File: config.mk
export PLATFORM = sky130hd
export DESIGN_NAME = rv32e_core
export DESIGN_NICKNAME = d
export VERILOG_FILES = /design/src/verilog/rv32e_pkg.sv /design/src/verilog/rv32e_fetch.sv /design/src/verilog/rv32e_gpr.sv /design/src/verilog/rv32e_decode.sv /design/src/verilog/rv32e_execute.sv /design/src/verilog/rv32e_core.sv
export SDC_FILE = /design/constraint.sdc
export NUM_CORES = 2
export LEC_CHECK = 0
export BUFFER_PORTS_ARGS = -buffer_cell sky130_fd_sc_hd__buf_2
export CORE_UTILIZATION = 40
export DETAILED_ROUTE_END_ITERATION = 16
export GPL_TIMING_DRIVEN = 0
export PLACE_DENSITY_LB_ADDON = 0.3
export SLEW_MARGIN = 10
export SYNTH_ARGS = -nofsm -noshare
export SYNTH_HDL_FRONTEND = slang
export SYNTH_SLANG_ARGS = --single-unit
File: constraint.sdc
create_clock -name clk -period 17.88 [get_ports clk]
set_input_delay 1.788 -clock clk [delete_from_list [all_inputs] [get_ports clk]]
set_output_delay 1.788 -clock clk [all_outputs]
set_load 0.01 [all_outputs]
File: src/verilog/rv32e_pkg.sv
package rv32e_pkg;

    typedef logic [31:0] xlen_t;
    typedef logic [3:0]  reg_idx_t;
    typedef logic [16:0] alu_op_t;
    typedef logic [6:0]  opcode_t;

    // One-hot ALU select positions
    localparam int ALU_ADD  = 0;
    localparam int ALU_SUB  = 1;
    localparam int ALU_SLT  = 2;
    localparam int ALU_SLTU = 3;
    localparam int ALU_AND  = 4;
    localparam int ALU_OR   = 5;
    localparam int ALU_XOR  = 6;
    localparam int ALU_SLL  = 7;
    localparam int ALU_SRL  = 8;
    localparam int ALU_SRA  = 9;
    localparam int ALU_LUI  = 10;
    localparam int ALU_BNE  = 11;
    localparam int ALU_BEQ  = 12;
    localparam int ALU_BGE  = 13;
    localparam int ALU_BGEU = 14;
    localparam int ALU_BLT  = 15;
    localparam int ALU_BLTU = 16;

    localparam xlen_t RESET_PC = 32'h0000_0000;

    localparam opcode_t OP_REG    = 7'h33;
    localparam opcode_t OP_IMM    = 7'h13;
    localparam opcode_t OP_LUI    = 7'h37;
    localparam opcode_t OP_AUIPC  = 7'h17;
    localparam opcode_t OP_JAL    = 7'h6f;
    localparam opcode_t OP_JALR   = 7'h67;
    localparam opcode_t OP_BRANCH = 7'h63;
    localparam opcode_t OP_STORE  = 7'h23; // Immediate only, never executed
    localparam opcode_t OP_SYSTEM = 7'h73;

    typedef struct packed {
        xlen_t pc;
        xlen_t inst;
    } fetch_pkt_t;

    typedef struct packed {
        xlen_t    pc;
        xlen_t    imm;
        xlen_t    src1;
        xlen_t    src2;
        reg_idx_t rd;
        alu_op_t  alu_op;
        logic     gpr_we;
        logic     src1_is_pc;
        logic     src2_is_imm;
        logic     is_jal;
        logic     is_jalr;
        logic     is_branch;
        logic     is_ebreak;
        logic     is_illegal;
    } decode_pkt_t;

    typedef struct packed {
        xlen_t    pc;
        reg_idx_t rd;
        xlen_t    data;
        logic     gpr_we;
    } commit_t;

    typedef enum logic {
        fetch_run,
        fetch_halt
    } fetch_state_t;

endpackage

File: src/verilog/rv32e_fetch.sv
`timescale 1ns/1ps

module rv32e_fetch (
    input  logic                  clk,
    input  logic                  rst,
    input  rv32e_pkg::xlen_t      imem_data,
    input  logic                  redirect_valid,
    input  rv32e_pkg::xlen_t      redirect_pc,
    input  logic                  halt_req,
    output rv32e_pkg::xlen_t      imem_addr,
    output rv32e_pkg::fetch_pkt_t fetch_pkt,
    output logic                  fetch_valid,
    output logic                  halted
);

    rv32e_pkg::xlen_t        pc;
    rv32e_pkg::fetch_state_t state;
    logic                    advance;

    assign imem_addr = pc;
    assign halted    = (state == rv32e_pkg::fetch_halt);

    // Normal sequential fetch, no redirect or halt this cycle
    assign advance = (state == rv32e_pkg::fetch_run) && !halt_req && !redirect_valid;

    always_ff @(posedge clk or posedge rst) begin
        if (rst) begin
            state       <= rv32e_pkg::fetch_run;
            pc          <= rv32e_pkg::RESET_PC;
            fetch_valid <= 1'b0;
        end else begin
            case (state)
                rv32e_pkg::fetch_run: begin
                    if (halt_req) begin
                        state       <= rv32e_pkg::fetch_halt;
                        fetch_valid <= 1'b0;
                    end else if (redirect_valid) begin
                        pc          <= redirect_pc; // Wrong-path word is dropped
                        fetch_valid <= 1'b0;
                    end else begin
                        pc          <= pc + 32'd4;
                        fetch_valid <= 1'b1;
                    end
                end
                default: fetch_valid <= 1'b0; // Parked until reset
            endcase
        end
    end

    always_ff @(posedge clk) begin
        if (advance) begin
            fetch_pkt <= '{pc: pc, inst: imem_data};
        end
    end

endmodule

File: src/verilog/rv32e_gpr.sv
`timescale 1ns/1ps

module rv32e_gpr (
    input  logic                clk,
    input  logic                rst,
    input  rv32e_pkg::reg_idx_t rs1,
    input  rv32e_pkg::reg_idx_t rs2,
    input  logic                gpr_we,
    input  rv32e_pkg::reg_idx_t gpr_waddr,
    input  rv32e_pkg::xlen_t    gpr_wdata,
    output rv32e_pkg::xlen_t    src1,
    output rv32e_pkg::xlen_t    src2
);

    rv32e_pkg::xlen_t regs [16];
    logic             wr_en;
    logic             byp1;
    logic             byp2;

    assign wr_en = gpr_we && (gpr_waddr != 4'd0); // x0 stays zero

    // Write-first forwarding of the result being retired this cycle
    assign byp1 = wr_en && (gpr_waddr == rs1);
    assign byp2 = wr_en && (gpr_waddr == rs2);

    assign src1 = byp1 ? gpr_wdata : regs[rs1];
    assign src2 = byp2 ? gpr_wdata : regs[rs2];

    always_ff @(posedge clk or posedge rst) begin
        if (rst) begin
            for (int i = 0; i < 16; i++) begin
                regs[i] <= '0;
            end
        end else if (wr_en) begin
            regs[gpr_waddr] <= gpr_wdata;
        end
    end

endmodule

File: src/verilog/rv32e_decode.sv
`timescale 1ns/1ps

module rv32e_decode (
    input  logic                   clk,
    input  logic                   rst,
    input  rv32e_pkg::fetch_pkt_t  fetch_pkt,
    input  logic                   fetch_valid,
    input  rv32e_pkg::xlen_t       src1,
    input  rv32e_pkg::xlen_t       src2,
    input  logic                   redirect_valid,
    output rv32e_pkg::reg_idx_t    rs1,
    output rv32e_pkg::reg_idx_t    rs2,
    output rv32e_pkg::decode_pkt_t decode_pkt,
    output logic                   decode_valid
);

    rv32e_pkg::xlen_t      inst;
    rv32e_pkg::opcode_t    opcode;
    logic [2:0]            funct3;
    logic [6:0]            funct7;
    rv32e_pkg::xlen_t      imm_i;
    rv32e_pkg::xlen_t      imm_s;
    rv32e_pkg::xlen_t      imm_b;
    rv32e_pkg::xlen_t      imm_u;
    rv32e_pkg::xlen_t      imm_j;
    logic                  op_reg;
    logic                  op_imm;
    logic                  f7_zero;
    logic                  f7_alt;
    logic                  inst_lui;
    logic                  inst_auipc;
    logic                  inst_jal;
    logic                  inst_jalr;
    logic                  inst_ebreak;
    logic                  type_r;
    logic                  type_i;
    logic                  type_b;
    logic                  type_u;
    logic                  bad_reg;
    rv32e_pkg::alu_op_t    alu_op;
    rv32e_pkg::decode_pkt_t pkt_d;

    assign inst   = fetch_pkt.inst;
    assign opcode = inst[6:0];
    assign funct3 = inst[14:12];
    assign funct7 = inst[31:25];

    // RV32E has 16 registers, top index bit is checked below
    assign rs1 = inst[18:15];
    assign rs2 = inst[23:20];

    assign imm_i = {{20{inst[31]}}, inst[31:20]};
    assign imm_s = {{20{inst[31]}}, inst[31:25], inst[11:7]};
    assign imm_b = {{20{inst[31]}}, inst[7], inst[30:25], inst[11:8], 1'b0};
    assign imm_u = {inst[31:12], 12'b0};
    assign imm_j = {{12{inst[31]}}, inst[19:12], inst[20], inst[30:21], 1'b0};

    assign op_reg  = (opcode == rv32e_pkg::OP_REG);
    assign op_imm  = (opcode == rv32e_pkg::OP_IMM);
    assign f7_zero = (funct7 == 7'h00);
    assign f7_alt  = (funct7 == 7'h20);

    assign inst_lui    = (opcode == rv32e_pkg::OP_LUI);
    assign inst_auipc  = (opcode == rv32e_pkg::OP_AUIPC);
    assign inst_jal    = (opcode == rv32e_pkg::OP_JAL);
    assign inst_jalr   = (opcode == rv32e_pkg::OP_JALR) && (funct3 == 3'h0);
    assign inst_ebreak = (inst == {12'h001, 13'h0, rv32e_pkg::OP_SYSTEM});

    // Decode table, one-hot per supported instruction
    always_comb begin
        alu_op = '0;
        alu_op[rv32e_pkg::ALU_ADD]  = (op_reg && funct3 == 3'h0 && f7_zero)
                                    || (op_imm && funct3 == 3'h0)
                                    || inst_auipc || inst_jal || inst_jalr;
        alu_op[rv32e_pkg::ALU_SUB]  = op_reg && funct3 == 3'h0 && f7_alt;
        alu_op[rv32e_pkg::ALU_SLT]  = (op_reg && funct3 == 3'h2 && f7_zero)
                                    || (op_imm && funct3 == 3'h2);
        alu_op[rv32e_pkg::ALU_SLTU] = (op_reg && funct3 == 3'h3 && f7_zero)
                                    || (op_imm && funct3 == 3'h3);
        alu_op[rv32e_pkg::ALU_XOR]  = (op_reg || op_imm) && funct3 == 3'h4
                                    && (op_imm || f7_zero);
        alu_op[rv32e_pkg::ALU_OR]   = (op_reg || op_imm) && funct3 == 3'h6
                                    && (op_imm || f7_zero);
        alu_op[rv32e_pkg::ALU_AND]  = (op_reg || op_imm) && funct3 == 3'h7
                                    && (op_imm || f7_zero);
        alu_op[rv32e_pkg::ALU_SLL]  = (op_reg || op_imm) && funct3 == 3'h1 && f7_zero;
        alu_op[rv32e_pkg::ALU_SRL]  = (op_reg || op_imm) && funct3 == 3'h5 && f7_zero;
        alu_op[rv32e_pkg::ALU_SRA]  = (op_reg || op_imm) && funct3 == 3'h5 && f7_alt;
        alu_op[rv32e_pkg::ALU_LUI]  = inst_lui;
        alu_op[rv32e_pkg::ALU_BEQ]  = (opcode == rv32e_pkg::OP_BRANCH) && funct3 == 3'h0;
        alu_op[rv32e_pkg::ALU_BNE]  = (opcode == rv32e_pkg::OP_BRANCH) && funct3 == 3'h1;
        alu_op[rv32e_pkg::ALU_BLT]  = (opcode == rv32e_pkg::OP_BRANCH) && funct3 == 3'h4;
        alu_op[rv32e_pkg::ALU_BGE]  = (opcode == rv32e_pkg::OP_BRANCH) && funct3 == 3'h5;
        alu_op[rv32e_pkg::ALU_BLTU] = (opcode == rv32e_pkg::OP_BRANCH) && funct3 == 3'h6;
        alu_op[rv32e_pkg::ALU_BGEU] = (opcode == rv32e_pkg::OP_BRANCH) && funct3 == 3'h7;
    end

    assign type_r = op_reg && (|alu_op[rv32e_pkg::ALU_SRA:rv32e_pkg::ALU_ADD]);
    assign type_i = (op_imm && (|alu_op[rv32e_pkg::ALU_SRA:rv32e_pkg::ALU_ADD])) || inst_jalr;
    assign type_b = |alu_op[rv32e_pkg::ALU_BLTU:rv32e_pkg::ALU_BNE];
    assign type_u = inst_lui || inst_auipc;

    // x16..x31 do not exist in RV32E
    assign bad_reg = ((type_r || type_i || type_u || inst_jal) && inst[11])
                   || ((type_r || type_i || type_b) && inst[19])
                   || ((type_r || type_b) && inst[24]);

    always_comb begin
        pkt_d             = '0;
        pkt_d.pc          = fetch_pkt.pc;
        pkt_d.src1        = src1;
        pkt_d.src2        = src2;
        pkt_d.rd          = inst[10:7];
        pkt_d.alu_op      = alu_op;
        pkt_d.imm         = ({32{type_i}} & imm_i)
                          | ({32{opcode == rv32e_pkg::OP_STORE}} & imm_s)
                          | ({32{type_b}} & imm_b)
                          | ({32{type_u}} & imm_u)
                          | ({32{inst_jal}} & imm_j);
        pkt_d.gpr_we      = type_r || type_i || type_u || inst_jal;
        pkt_d.src1_is_pc  = inst_jal || inst_auipc || type_b;
        pkt_d.src2_is_imm = type_i || type_u || inst_jal || type_b;
        pkt_d.is_jal      = inst_jal;
        pkt_d.is_jalr     = inst_jalr;
        pkt_d.is_branch   = type_b;
        pkt_d.is_ebreak   = inst_ebreak;
        pkt_d.is_illegal  = !(type_r || type_i || type_b || type_u || inst_jal || inst_ebreak)
                          || bad_reg;
    end

    always_ff @(posedge clk or posedge rst) begin
        if (rst) begin
            decode_valid <= 1'b0;
        end else begin
            decode_valid <= fetch_valid && !redirect_valid; // Squash behind a taken jump
        end
    end

    always_ff @(posedge clk) begin
        if (fetch_valid) begin
            decode_pkt <= pkt_d;
        end
    end

endmodule

File: src/verilog/rv32e_execute.sv
`timescale 1ns/1ps

module rv32e_execute (
    input  logic                   clk,
    input  logic                   rst,
    input  rv32e_pkg::decode_pkt_t decode_pkt,
    input  logic                   decode_valid,
    output logic                   gpr_we,
    output rv32e_pkg::reg_idx_t    gpr_waddr,
    output rv32e_pkg::xlen_t       gpr_wdata,
    output logic                   redirect_valid,
    output rv32e_pkg::xlen_t       redirect_pc,
    output logic                   halt_req,
    output logic                   commit_valid,
    output rv32e_pkg::commit_t     commit,
    output logic                   illegal
);

    rv32e_pkg::alu_op_t op;
    rv32e_pkg::xlen_t   op_a;
    rv32e_pkg::xlen_t   op_b;
    rv32e_pkg::xlen_t   sum;
    rv32e_pkg::xlen_t   alu_res;
    rv32e_pkg::xlen_t   sra_res;
    logic [4:0]         shamt;
    logic               exec_valid;
    logic               stop;
    logic               done;
    logic               eq;
    logic               lt;
    logic               ltu;
    logic               taken;

    assign op         = decode_pkt.alu_op;
    assign exec_valid = decode_valid && !done; // Nothing retires past a halt
    assign stop       = decode_pkt.is_ebreak || decode_pkt.is_illegal;

    assign op_a  = decode_pkt.src1_is_pc ? decode_pkt.pc : decode_pkt.src1;
    assign op_b  = decode_pkt.src2_is_imm ? decode_pkt.imm : decode_pkt.src2;
    assign sum   = op_a + op_b;
    assign shamt = op_b[4:0];

    assign sra_res = $signed(op_a) >>> shamt;

    assign alu_res = ({32{op[rv32e_pkg::ALU_ADD]}}  & sum)
                   | ({32{op[rv32e_pkg::ALU_SUB]}}  & (op_a - op_b))
                   | ({32{op[rv32e_pkg::ALU_SLT]}}  & {31'b0, $signed(op_a) < $signed(op_b)})
                   | ({32{op[rv32e_pkg::ALU_SLTU]}} & {31'b0, op_a < op_b})
                   | ({32{op[rv32e_pkg::ALU_AND]}}  & (op_a & op_b))
                   | ({32{op[rv32e_pkg::ALU_OR]}}   & (op_a | op_b))
                   | ({32{op[rv32e_pkg::ALU_XOR]}}  & (op_a ^ op_b))
                   | ({32{op[rv32e_pkg::ALU_SLL]}}  & (op_a << shamt))
                   | ({32{op[rv32e_pkg::ALU_SRL]}}  & (op_a >> shamt))
                   | ({32{op[rv32e_pkg::ALU_SRA]}}  & sra_res)
                   | ({32{op[rv32e_pkg::ALU_LUI]}}  & op_b);

    // Branch compare always uses the register operands
    assign eq  = (decode_pkt.src1 == decode_pkt.src2);
    assign lt  = ($signed(decode_pkt.src1) < $signed(decode_pkt.src2));
    assign ltu = (decode_pkt.src1 < decode_pkt.src2);

    assign taken = decode_pkt.is_branch
                 && ((op[rv32e_pkg::ALU_BNE]  && !eq)
                  || (op[rv32e_pkg::ALU_BEQ]  && eq)
                  || (op[rv32e_pkg::ALU_BGE]  && !lt)
                  || (op[rv32e_pkg::ALU_BGEU] && !ltu)
                  || (op[rv32e_pkg::ALU_BLT]  && lt)
                  || (op[rv32e_pkg::ALU_BLTU] && ltu));

    assign redirect_valid = exec_valid && !stop
                         && (taken || decode_pkt.is_jal || decode_pkt.is_jalr);
    assign redirect_pc    = {sum[31:1], sum[0] && !decode_pkt.is_jalr};

    assign gpr_we    = exec_valid && !stop && decode_pkt.gpr_we;
    assign gpr_waddr = decode_pkt.rd;
    assign gpr_wdata = (decode_pkt.is_jal || decode_pkt.is_jalr) ? decode_pkt.pc + 32'd4
                                                                 : alu_res; // Link or result
    assign halt_req  = exec_valid && stop; // Fires once because done blocks the rest

    always_ff @(posedge clk or posedge rst) begin
        if (rst) begin
            done         <= 1'b0;
            illegal      <= 1'b0;
            commit_valid <= 1'b0;
        end else begin
            done         <= done || halt_req;
            illegal      <= illegal || (exec_valid && decode_pkt.is_illegal);
            commit_valid <= exec_valid;
        end
    end

    always_ff @(posedge clk) begin
        if (exec_valid) begin
            commit <= '{pc: decode_pkt.pc, rd: gpr_waddr, data: gpr_wdata, gpr_we: gpr_we};
        end
    end

endmodule

File: src/verilog/rv32e_core.sv
`timescale 1ns/1ps

module rv32e_core (
    input  logic                clk,
    input  logic                rst,
    input  rv32e_pkg::xlen_t    imem_data,
    output rv32e_pkg::xlen_t    imem_addr,
    output logic                commit_valid,
    output rv32e_pkg::commit_t  commit,
    output logic                halted,
    output logic                illegal
);

    rv32e_pkg::fetch_pkt_t  fetch_pkt;
    logic                   fetch_valid;
    rv32e_pkg::reg_idx_t    rs1;
    rv32e_pkg::reg_idx_t    rs2;
    rv32e_pkg::xlen_t       src1;
    rv32e_pkg::xlen_t       src2;
    rv32e_pkg::decode_pkt_t decode_pkt;
    logic                   decode_valid;
    logic                   gpr_we;
    rv32e_pkg::reg_idx_t    gpr_waddr;
    rv32e_pkg::xlen_t       gpr_wdata;
    logic                   redirect_valid;
    rv32e_pkg::xlen_t       redirect_pc;
    logic                   halt_req;

    rv32e_fetch u_fetch (
        .clk            (clk),
        .rst            (rst),
        .imem_data      (imem_data),
        .redirect_valid (redirect_valid),
        .redirect_pc    (redirect_pc),
        .halt_req       (halt_req),
        .imem_addr      (imem_addr),
        .fetch_pkt      (fetch_pkt),
        .fetch_valid    (fetch_valid),
        .halted         (halted)
    );

    rv32e_gpr u_gpr (
        .clk       (clk),
        .rst       (rst),
        .rs1       (rs1),
        .rs2       (rs2),
        .gpr_we    (gpr_we),
        .gpr_waddr (gpr_waddr),
        .gpr_wdata (gpr_wdata),
        .src1      (src1),
        .src2      (src2)
    );

    rv32e_decode u_decode (
        .clk            (clk),
        .rst            (rst),
        .fetch_pkt      (fetch_pkt),
        .fetch_valid    (fetch_valid),
        .src1           (src1),
        .src2           (src2),
        .redirect_valid (redirect_valid),
        .rs1            (rs1),
        .rs2            (rs2),
        .decode_pkt     (decode_pkt),
        .decode_valid   (decode_valid)
    );

    rv32e_execute u_execute (
        .clk            (clk),
        .rst            (rst),
        .decode_pkt     (decode_pkt),
        .decode_valid   (decode_valid),
        .gpr_we         (gpr_we),
        .gpr_waddr      (gpr_waddr),
        .gpr_wdata      (gpr_wdata),
        .redirect_valid (redirect_valid),
        .redirect_pc    (redirect_pc),
        .halt_req       (halt_req),
        .commit_valid   (commit_valid),
        .commit         (commit),
        .illegal        (illegal)
    );

endmodule

After elaboration in Yosys (flattened, before gate mapping)
Index checks and enable logic that the tools add are counted.
W data, S select, Z words.
{"block": "word_totals", "ff_bits": 840, "output_inout_bits": 104, "wordCells": 242}
{"block": "classes", "n_addsub": 4, "magnitude_cmp": 8, "n_eq_ne": 20, "shifts": 3, "mux": 20, "n_bitwise": 38, "n_reduce_logical": 106}
{"op": "$bwmux W512", "count": 1}
{"op": "$and A32 B32 Y32", "count": 15}
{"op": "$or A32 B32 Y32", "count": 15}
{"op": "$mux W32", "count": 11}
{"op": "$bmux W32 S4", "count": 2}
{"op": "$demux W32 S4", "count": 1}
{"op": "$lt A32 B32 Y1", "count": 4}
{"op": "$add A32 B3 Y32 const B", "count": 2}
{"op": "$and A32 B1 Y32", "count": 2}
{"op": "$logic_and A1 B1 Y1", "count": 54}
{"op": "$logic_or A1 B1 Y1", "count": 37}
{"op": "$add A32 B32 Y32", "count": 1}
{"op": "$eq A32 B21 Y1 const B", "count": 1}
{"op": "$eq A32 B32 Y1", "count": 1}
{"op": "$shl A32 B5 Y32", "count": 1}
{"op": "$shr A32 B5 Y32", "count": 1}
{"op": "$sshr A32 B5 Y32", "count": 1}
{"op": "$sub A32 B32 Y32", "count": 1}
{"op": "$xor A32 B32 Y32", "count": 1}
{"op": "$eq A7 B6 Y1 const B", "count": 4}
{"op": "$eq A7 B7 Y1 const B", "count": 3}
{"op": "$ge A5 B5 Y1 const B", "count": 3}
{"op": "$not A4 Y5", "count": 3}
{"op": "$eq A7 B5 Y1 const B", "count": 2}
{"op": "other kinds (14)", "count": 32}

Depth between registers and ports, before layout
{"block": "depth", "word_depth": 17, "mapped_depth": 20, "depth_no_buf": 15}

Cells and area by module
From an unflattened synthesis, not the netlist that was laid out.
{"block": "hier_totals", "hier_cells": 4201, "area_unflattened_um2": 50128.1}
{"module": "rv32e_gpr", "instances": 1, "cells_per_inst": 1753, "area_per_inst_um2": 27063.5, "seq_area_each_um2": 12812.3}
{"module": "rv32e_execute", "instances": 1, "cells_per_inst": 1804, "area_per_inst_um2": 13222.7, "seq_area_each_um2": 2147.1}
{"module": "rv32e_decode", "instances": 1, "cells_per_inst": 326, "area_per_inst_um2": 5789.3, "seq_area_each_um2": 4739.5}
{"module": "rv32e_fetch", "instances": 1, "cells_per_inst": 318, "area_per_inst_um2": 4052.6, "seq_area_each_um2": 2772.7}

Least setup slack after synthesis
No wires, ideal clock.
{"block": "synth_path", "kind": "register to register", "from": "reg, netlist name u_decode.decode_pkt[5]", "to": "reg, netlist name u_decode.decode_pkt[86]", "setup_time_ns": 0.265, "arrival_ns": 4.486, "required_time_ns": 17.615, "path_slack_ns": 13.130, "path_stages_with_launch": 19, "path_buffers": 7, "period_less_slack_ns": 4.750, "path_cell_list": "edfxtp_1 -> buf_6 -> clkbuf_1 -> mux2i_1 -> clkbuf_1 -> clkbuf_1 -> buf_2 -> ha_1 -> buf_4 -> o211ai_1 -> o211ai_1 -> a41oi_1 -> nor4_1 -> nor2_1 -> o31a_1 -> o41a_1 -> a31oi_2 -> buf_2 -> o21ai_0"}
{"block": "synth_via", "elab_chain_len": 15, "elab_cells_between_ends": 30, "classes_between": "add/sub (2); shift (3); mux (3); bitwise (22)"}
{"item": "$mux W32 (*)", "line_no": "rv32e_execute.sv:39", "rtl": "assign op_b = decode_pkt.src2_is_imm ? decode_pkt.imm : decode_pkt.src2;"}
{"item": "$add A32 B32 Y32 / $sub A32 B32 Y32 (equally long branches)", "line_no": "rv32e_execute.sv:40, rv32e_execute.sv:46"}
{"item": "$and A32 B32 Y32 (on tied branches)", "line_no": "rv32e_execute.sv:45, rv32e_execute.sv:46"}
{"item": "$or A32 B32 Y32", "line_no": "rv32e_execute.sv:46", "rtl": "| ({32{op[rv32e_pkg::ALU_SUB]}} & (op_a - op_b))"}
{"item": "$or A32 B32 Y32", "line_no": "rv32e_execute.sv:47", "rtl": "| ({32{op[rv32e_pkg::ALU_SLT]}} & {31'b0, $signed(op_a) < $signed(op_b)})"}
{"item": "$or A32 B32 Y32", "line_no": "rv32e_execute.sv:48", "rtl": "| ({32{op[rv32e_pkg::ALU_SLTU]}} & {31'b0, op_a < op_b})"}
{"item": "$or A32 B32 Y32", "line_no": "rv32e_execute.sv:49", "rtl": "| ({32{op[rv32e_pkg::ALU_AND]}} & (op_a & op_b))"}
{"item": "$or A32 B32 Y32", "line_no": "rv32e_execute.sv:50", "rtl": "| ({32{op[rv32e_pkg::ALU_OR]}} & (op_a | op_b))"}
{"item": "$or A32 B32 Y32", "line_no": "rv32e_execute.sv:51", "rtl": "| ({32{op[rv32e_pkg::ALU_XOR]}} & (op_a ^ op_b))"}
{"item": "$or A32 B32 Y32", "line_no": "rv32e_execute.sv:52", "rtl": "| ({32{op[rv32e_pkg::ALU_SLL]}} & (op_a << shamt))"}
{"item": "$or A32 B32 Y32", "line_no": "rv32e_execute.sv:53", "rtl": "| ({32{op[rv32e_pkg::ALU_SRL]}} & (op_a >> shamt))"}
{"item": "$or A32 B32 Y32", "line_no": "rv32e_execute.sv:54", "rtl": "| ({32{op[rv32e_pkg::ALU_SRA]}} & sra_res)"}
{"item": "$or A32 B32 Y32 (*)", "line_no": "rv32e_execute.sv:55", "rtl": "| ({32{op[rv32e_pkg::ALU_LUI]}} & op_b);"}
{"item": "$mux W32 (*)", "line_no": "rv32e_execute.sv:76", "rtl": "assign gpr_wdata = (decode_pkt.is_jal || decode_pkt.is_jalr) ? decode_pkt.pc + 32'd4"}
{"item": "$mux W32 (*)", "line_no": "rv32e_gpr.sv:26", "rtl": "assign src1 = byp1 ? gpr_wdata : regs[rs1];"}
{"item": "named net src1[25]", "line_no": "rv32e_core.sv:18", "rtl": "rv32e_pkg::xlen_t src1;"}
Mark *: on every way through the listed nets, which the timed path passes. The rest lies on a longest branch.
A chain may end at the register's enable or synchronous reset.

Final worst setup path
{"block": "layout_path", "from": "reg, netlist name u_decode.decode_pkt[5]", "to": "reg, netlist name u_decode.decode_pkt[88]"}
{"block": "layout_via", "elab_chain_len": 15, "elab_cells_between_ends": 30, "classes_between": "add/sub (2); shift (3); mux (3); bitwise (22)"}
{"item": "$mux W32 (*)", "line_no": "rv32e_execute.sv:39"}
{"item": "$add A32 B32 Y32 / $sub A32 B32 Y32 (equally long branches)", "line_no": "rv32e_execute.sv:40, rv32e_execute.sv:46"}
{"item": "$and A32 B32 Y32 (on tied branches)", "line_no": "rv32e_execute.sv:45, rv32e_execute.sv:46"}
{"item": "$or A32 B32 Y32", "line_no": "rv32e_execute.sv:46"}
{"item": "$or A32 B32 Y32", "line_no": "rv32e_execute.sv:47"}
{"item": "$or A32 B32 Y32", "line_no": "rv32e_execute.sv:48"}
{"item": "$or A32 B32 Y32", "line_no": "rv32e_execute.sv:49"}
{"item": "$or A32 B32 Y32", "line_no": "rv32e_execute.sv:50"}
{"item": "$or A32 B32 Y32", "line_no": "rv32e_execute.sv:51"}
{"item": "$or A32 B32 Y32", "line_no": "rv32e_execute.sv:52"}
{"item": "$or A32 B32 Y32", "line_no": "rv32e_execute.sv:53"}
{"item": "$or A32 B32 Y32", "line_no": "rv32e_execute.sv:54"}
{"item": "$or A32 B32 Y32 (*)", "line_no": "rv32e_execute.sv:55"}
{"item": "$mux W32 (*)", "line_no": "rv32e_execute.sv:76"}
{"item": "$mux W32 (*)", "line_no": "rv32e_gpr.sv:26"}
{"item": "named net src1[27]", "line_no": "rv32e_core.sv:18"}
Marked as above.

==> results by stage <==
Outcome:
- The flow ran to the end, and the final reports show no timing, DRC or antenna violations.

Critical path:
- STA puts the critical path data required time at 18.22 ns.
- The critical path in this run is classified as reg2reg.
- In this run the worst path has a maximum fanout of 11.
- The kind of end point of the critical path is a flip-flop.
- The nature of the critical path startpoint is a flip-flop.
- Data on the critical path arrives at its endpoint at slightly below 9 ns.
- The worst register-to-register path has a setup slack of approximately 9.4 ns.

Floorplanning:
- The initial utilization of the core area, before any placement, comes to 0.405.
- The count of standard-cell rows is 128.
- The I/O pin count is around 140.
- The die is 354 um tall.
- The die covers 125000 um2.
- In this run the horizontal extent of the chip is 354 um.
- The total area inside the core boundary comes to 122000 um2.

Flow run:
- The reported max-cap violation count is 0.

Clock network:
- The number of H-tree levels is 3.
- In this run the post-CTS setup repair buffer count came out at 0.
- The clock slew at the register clock pins of the worst setup and hold paths is about 0.070 ns.
- The CTS tree is done.
- CTS placed an instance of clkbuf_16 at the clock tree root.
- In this run, post-CTS hold repair placed 0 buffers.
- The later-pin clock latency in the skew report is 0.73 ns.
- TritonCTS created 88 clock buffers.
- The count of instances resized after the clock tree is built is 0.
- The maximum count of clock buffers along a single path is 3.
- The clock sink count is 840.

STA:
- The worst pin sits at a relative slew slack of 0.0832.
- For the finished layout, the period the worst path requires is 8.49 ns.
- Setup repair after global routing left no endpoint under its margin.
- The number of failing setup endpoints in the final timing report is 0.
- The final number of max-transition violations is 0.
- The maximum clock rate is 0.118 GHz.
- The worst clock skew is 0.0581 ns.
- Final hold analysis gives a worst-case slack of between 0.4 and 0.5 ns.
- Dividing the final minimum period by the clock period gives 0.475.
- In the final timing run, aggregate negative setup slack is 0 ns.
- The number of endpoints with negative hold slack in the final report is 0.
- For the pin with the worst max-slew slack, the measured transition is about 1.4 ns.

Min path:
- The tightest min-delay check is of the reg2reg type.

Power and ir drop:
- The leakage power is about 23 nW.
- The switching share of total power is 0.241.
- The total power per unit cell area is 76.3 nW/um2.
- Of the total power, registers draw 0.473.
- Cell internal power was estimated by the tool at ~3.2 mW.
- The combinational share of power is 0.061.
- The analysis attributes to net switching a power of 1.03 mW.
- IR analysis of the VDD net gives a maximum drop of 0.0734 mV.
- The clock network power share is 0.466.

Global route:
- The largest net degree at the start of global routing is 115.
- The number of global-route vias before repair came to 40300.
- The first-pass GRT wire length is a little under 300000 um.
- In the global route stage, overall resource usage came out at 0.332.
- The initial antenna violation count is 15.
- The remaining global-route overflow is 0.

Detailed routing:
- Using the TritonRoute via totals, the vias-per-cell ratio works out to 6.47.
- The remaining antenna violation count after routing is 0.
- The routed wire length is 212000 um.
- The average routed wire per standard cell is roughly 33 um.
- The DRC marker count from the first detailed-route iteration is ~5600.
- The number of remaining DRC errors is 0.
- The first-pass iteration count of the detailed router is 6.
- The total vias in the final route is 41700.

Yosys:
- During synthesis, Yosys emitted a total of 0 warnings.
- Synthesis inferred 840 register bits.
- The number of enable-type register cells in the synthesized netlist is 290.
- The net count of the mapped netlist is 4677.
- Counting every instance in the synthesized netlist gives 4510.
- Sorting the synthesized cells by area gives the leading types as dfrtp_1 (28%), edfxtp_1 (18%), mux4_2 (15%).
- dfrtp_1 takes more of the synthesized area than any other cell.
- In this run the cell area of the synthesized design comes to about 50000 um2.
- The share of the Yosys chip area taken by registers is 0.454.
- The number of distinct library cells after synthesis is 101.
- The average cell area after synthesis is 11.0 um2.
- The proportion of synthesized flip-flops having asynchronous set or reset is 0.655.
- The most used flip-flop cell after synthesis is dfrtp_1.
- The share of the synthesized area in the top cell type is 0.278.

Placed design:
- At the end of routability-driven placement, the weighted congestion stood at 1.08.
- The count of port buffers added during placement is 137.
- The post-detailed-placement half-perimeter wirelength is 160000 um.

Layout:
- The number of filler instances in the final layout is between 10000 and 15000.
- Of the cells placed in the final design, the portion with a size suffix greater than 1 is 0.186.
- After the last flow step, the layout net total stands at 4918.
- Compared with the post-synthesis result, the final layout area differs by 12.5%.
[critical path, cell delays in order (launching register included)]
cell and delay [ns]:
edfxtp_1 0.34, buf_6 0.15, clkbuf_1 0.38, mux2i_1 0.84
clkbuf_1 0.60, clkbuf_1 0.66, buf_2 0.41, ha_1 0.18
buf_4 0.17, o211ai_1 0.13, o211ai_1 0.40, a41oi_1 0.33
nor4_1 0.75, nor2_1 0.36, o31ai_1 0.35, xnor2_1 0.34
a221oi_1 0.21, o21bai_2 0.45, buf_6 0.28, o21ai_0 0.76
[cell usage after synthesis (9+ instances only)]
cell type	instances
nand2_1	706
a221oi_1	19
o21ai_1	39
a211oi_1	14
nand3_1	61
mux4_2	326
mux2_2	120
or2_2	10
o2111ai_1	18
buf_2	55
nor3_1	46
and2_1	18
a21oi_1	156
o31ai_1	51
a21o_1	43
buf_1	51
inv_1	182
nor2b_1	14
nor4_1	19
o211ai_1	40
nor2_1	146
buf_4	13
a31oi_1	20
o22ai_1	18
ha_1	131
dfrtp_1	550
edfxtp_1	290
mux2i_1	152
clkbuf_1	261
a31o_2	12
o21ai_0	517
a22oi_1	29
xor2_1	17
nand4_1	29
o21a_1	11
a22o_1	11
xnor2_1	68
nand2b_1	26
buf_6	9
a221o_1	15
or3_1	16
and3_1	25
[flip-flops by register name, summed over array words and instances (netlist names), 32 cells and up]
name and count:
u_decode.decode_pkt 157, u_execute.commit 69, u_fetch.fetch_pkt 64, u_fetch.imem_addr 32
u_gpr.regs 512
[metal layers]
metal | GRT usage | routed length, um
met5 | 0 | 113
met4 | 0.225 | 16900
met3 | 0.0895 | 23400
met2 | 0.506 | 93900
met1 | 0.414 | 77300
[power groups by stage]
stage	combinational (mW)	clock [mW]	sequential (mW)
after floorplan	0.147	0	2.05
after global placement	0.242	0	2.05
after detailed placement	0.248	0	2.05
after CTS	0.250	2.00	2.01
after global routing	0.270	2.07	2.01
final	0.259	1.98	2.01
[logic make-up after synthesis]
| logic type | after synthesis | synth area share |
|---|---|---|
| multiplexers | 614 | 0.211 |
| buffers and inverters | 581 | 0.0478 |
| XOR/XNOR | 85 | 0.0150 |
| adder cells (fa/ha/maj) | 133 | 0.0339 |
| AO/OA/AOI/OAI | 1115 | 0.139 |
| flip-flops | 840 | 0.454 |
| AND/OR/NAND/NOR | 1142 | 0.0994 |
[path summary, 6_finish.rpt]
check	from	endpoint	cells past startpoint
max in group asynchronous	rst	u_gpr.regs[386]$_DFFE_PP0P_	5
max	u_decode.decode_pkt[5]$_DFFE_PP_	u_decode.decode_pkt[88]$_DFFE_PP_	19
min in group asynchronous	rst	u_gpr.regs[442]$_DFFE_PP0P_	2
min	u_fetch.fetch_pkt[58]$_DFFE_PP_	u_decode.decode_pkt[151]$_DFFE_PP_	0
max reg2reg	u_decode.decode_pkt[5]$_DFFE_PP_	u_decode.decode_pkt[88]$_DFFE_PP_	19
min reg2reg	u_fetch.fetch_pkt[58]$_DFFE_PP_	u_decode.decode_pkt[151]$_DFFE_PP_	0
[layout by cell type (no fill, tap or decap), types with 39 or more instances in the layout]
master,n
o21ai_1,39
mux2i_1,152
xnor2_1,68
nor2_1,146
a21oi_1,156
edfxtp_1,290
clkbuf_1,278
dfrtp_1,549
inv_1,179
ha_1,131
o211ai_1,40
nor3_1,46
buf_1,44
o31ai_1,50
clkbuf_16,91
nand3_1,61
mux4_2,326
o21ai_0,517
mux2_2,120
nand2_1,706
buf_2,197
a21o_1,43
[per-stage QoR]
step | area, um2 | worst slack (ns) | power (mW) | utilization | std cells
after floorplan | 49600 | 0.715 | 2.19 | - | 4510
after global placement | 52300 | -6.05 | 2.29 | 0.427 | 6272
after detailed placement | 52600 | 9.85 | 2.30 | 0.430 | 6283
after CTS | 55700 | 9.82 | 4.26 | 0.455 | 6447
after global routing | 55700 | 9.37 | 4.35 | 0.455 | 6450
final | 55700 | 9.39 | 4.25 | 0.455 | 6452
[area by class of cell]
cell class              count  area [um2]  area share
clock buffers             120        2480      0.0444
inverters                 191         732      0.0131
clock inverters            44         618      0.0111
flip-flops and latches    840       22500       0.403
well taps                1625        2030      0.0365
plain buffers             390        1660      0.0298
diodes                      2        5.00   0.0000898
repair buffers            151         986      0.0177
multi-input cells        3089       24700       0.444
Note: power is estimated with default switching activity, not from simulation.
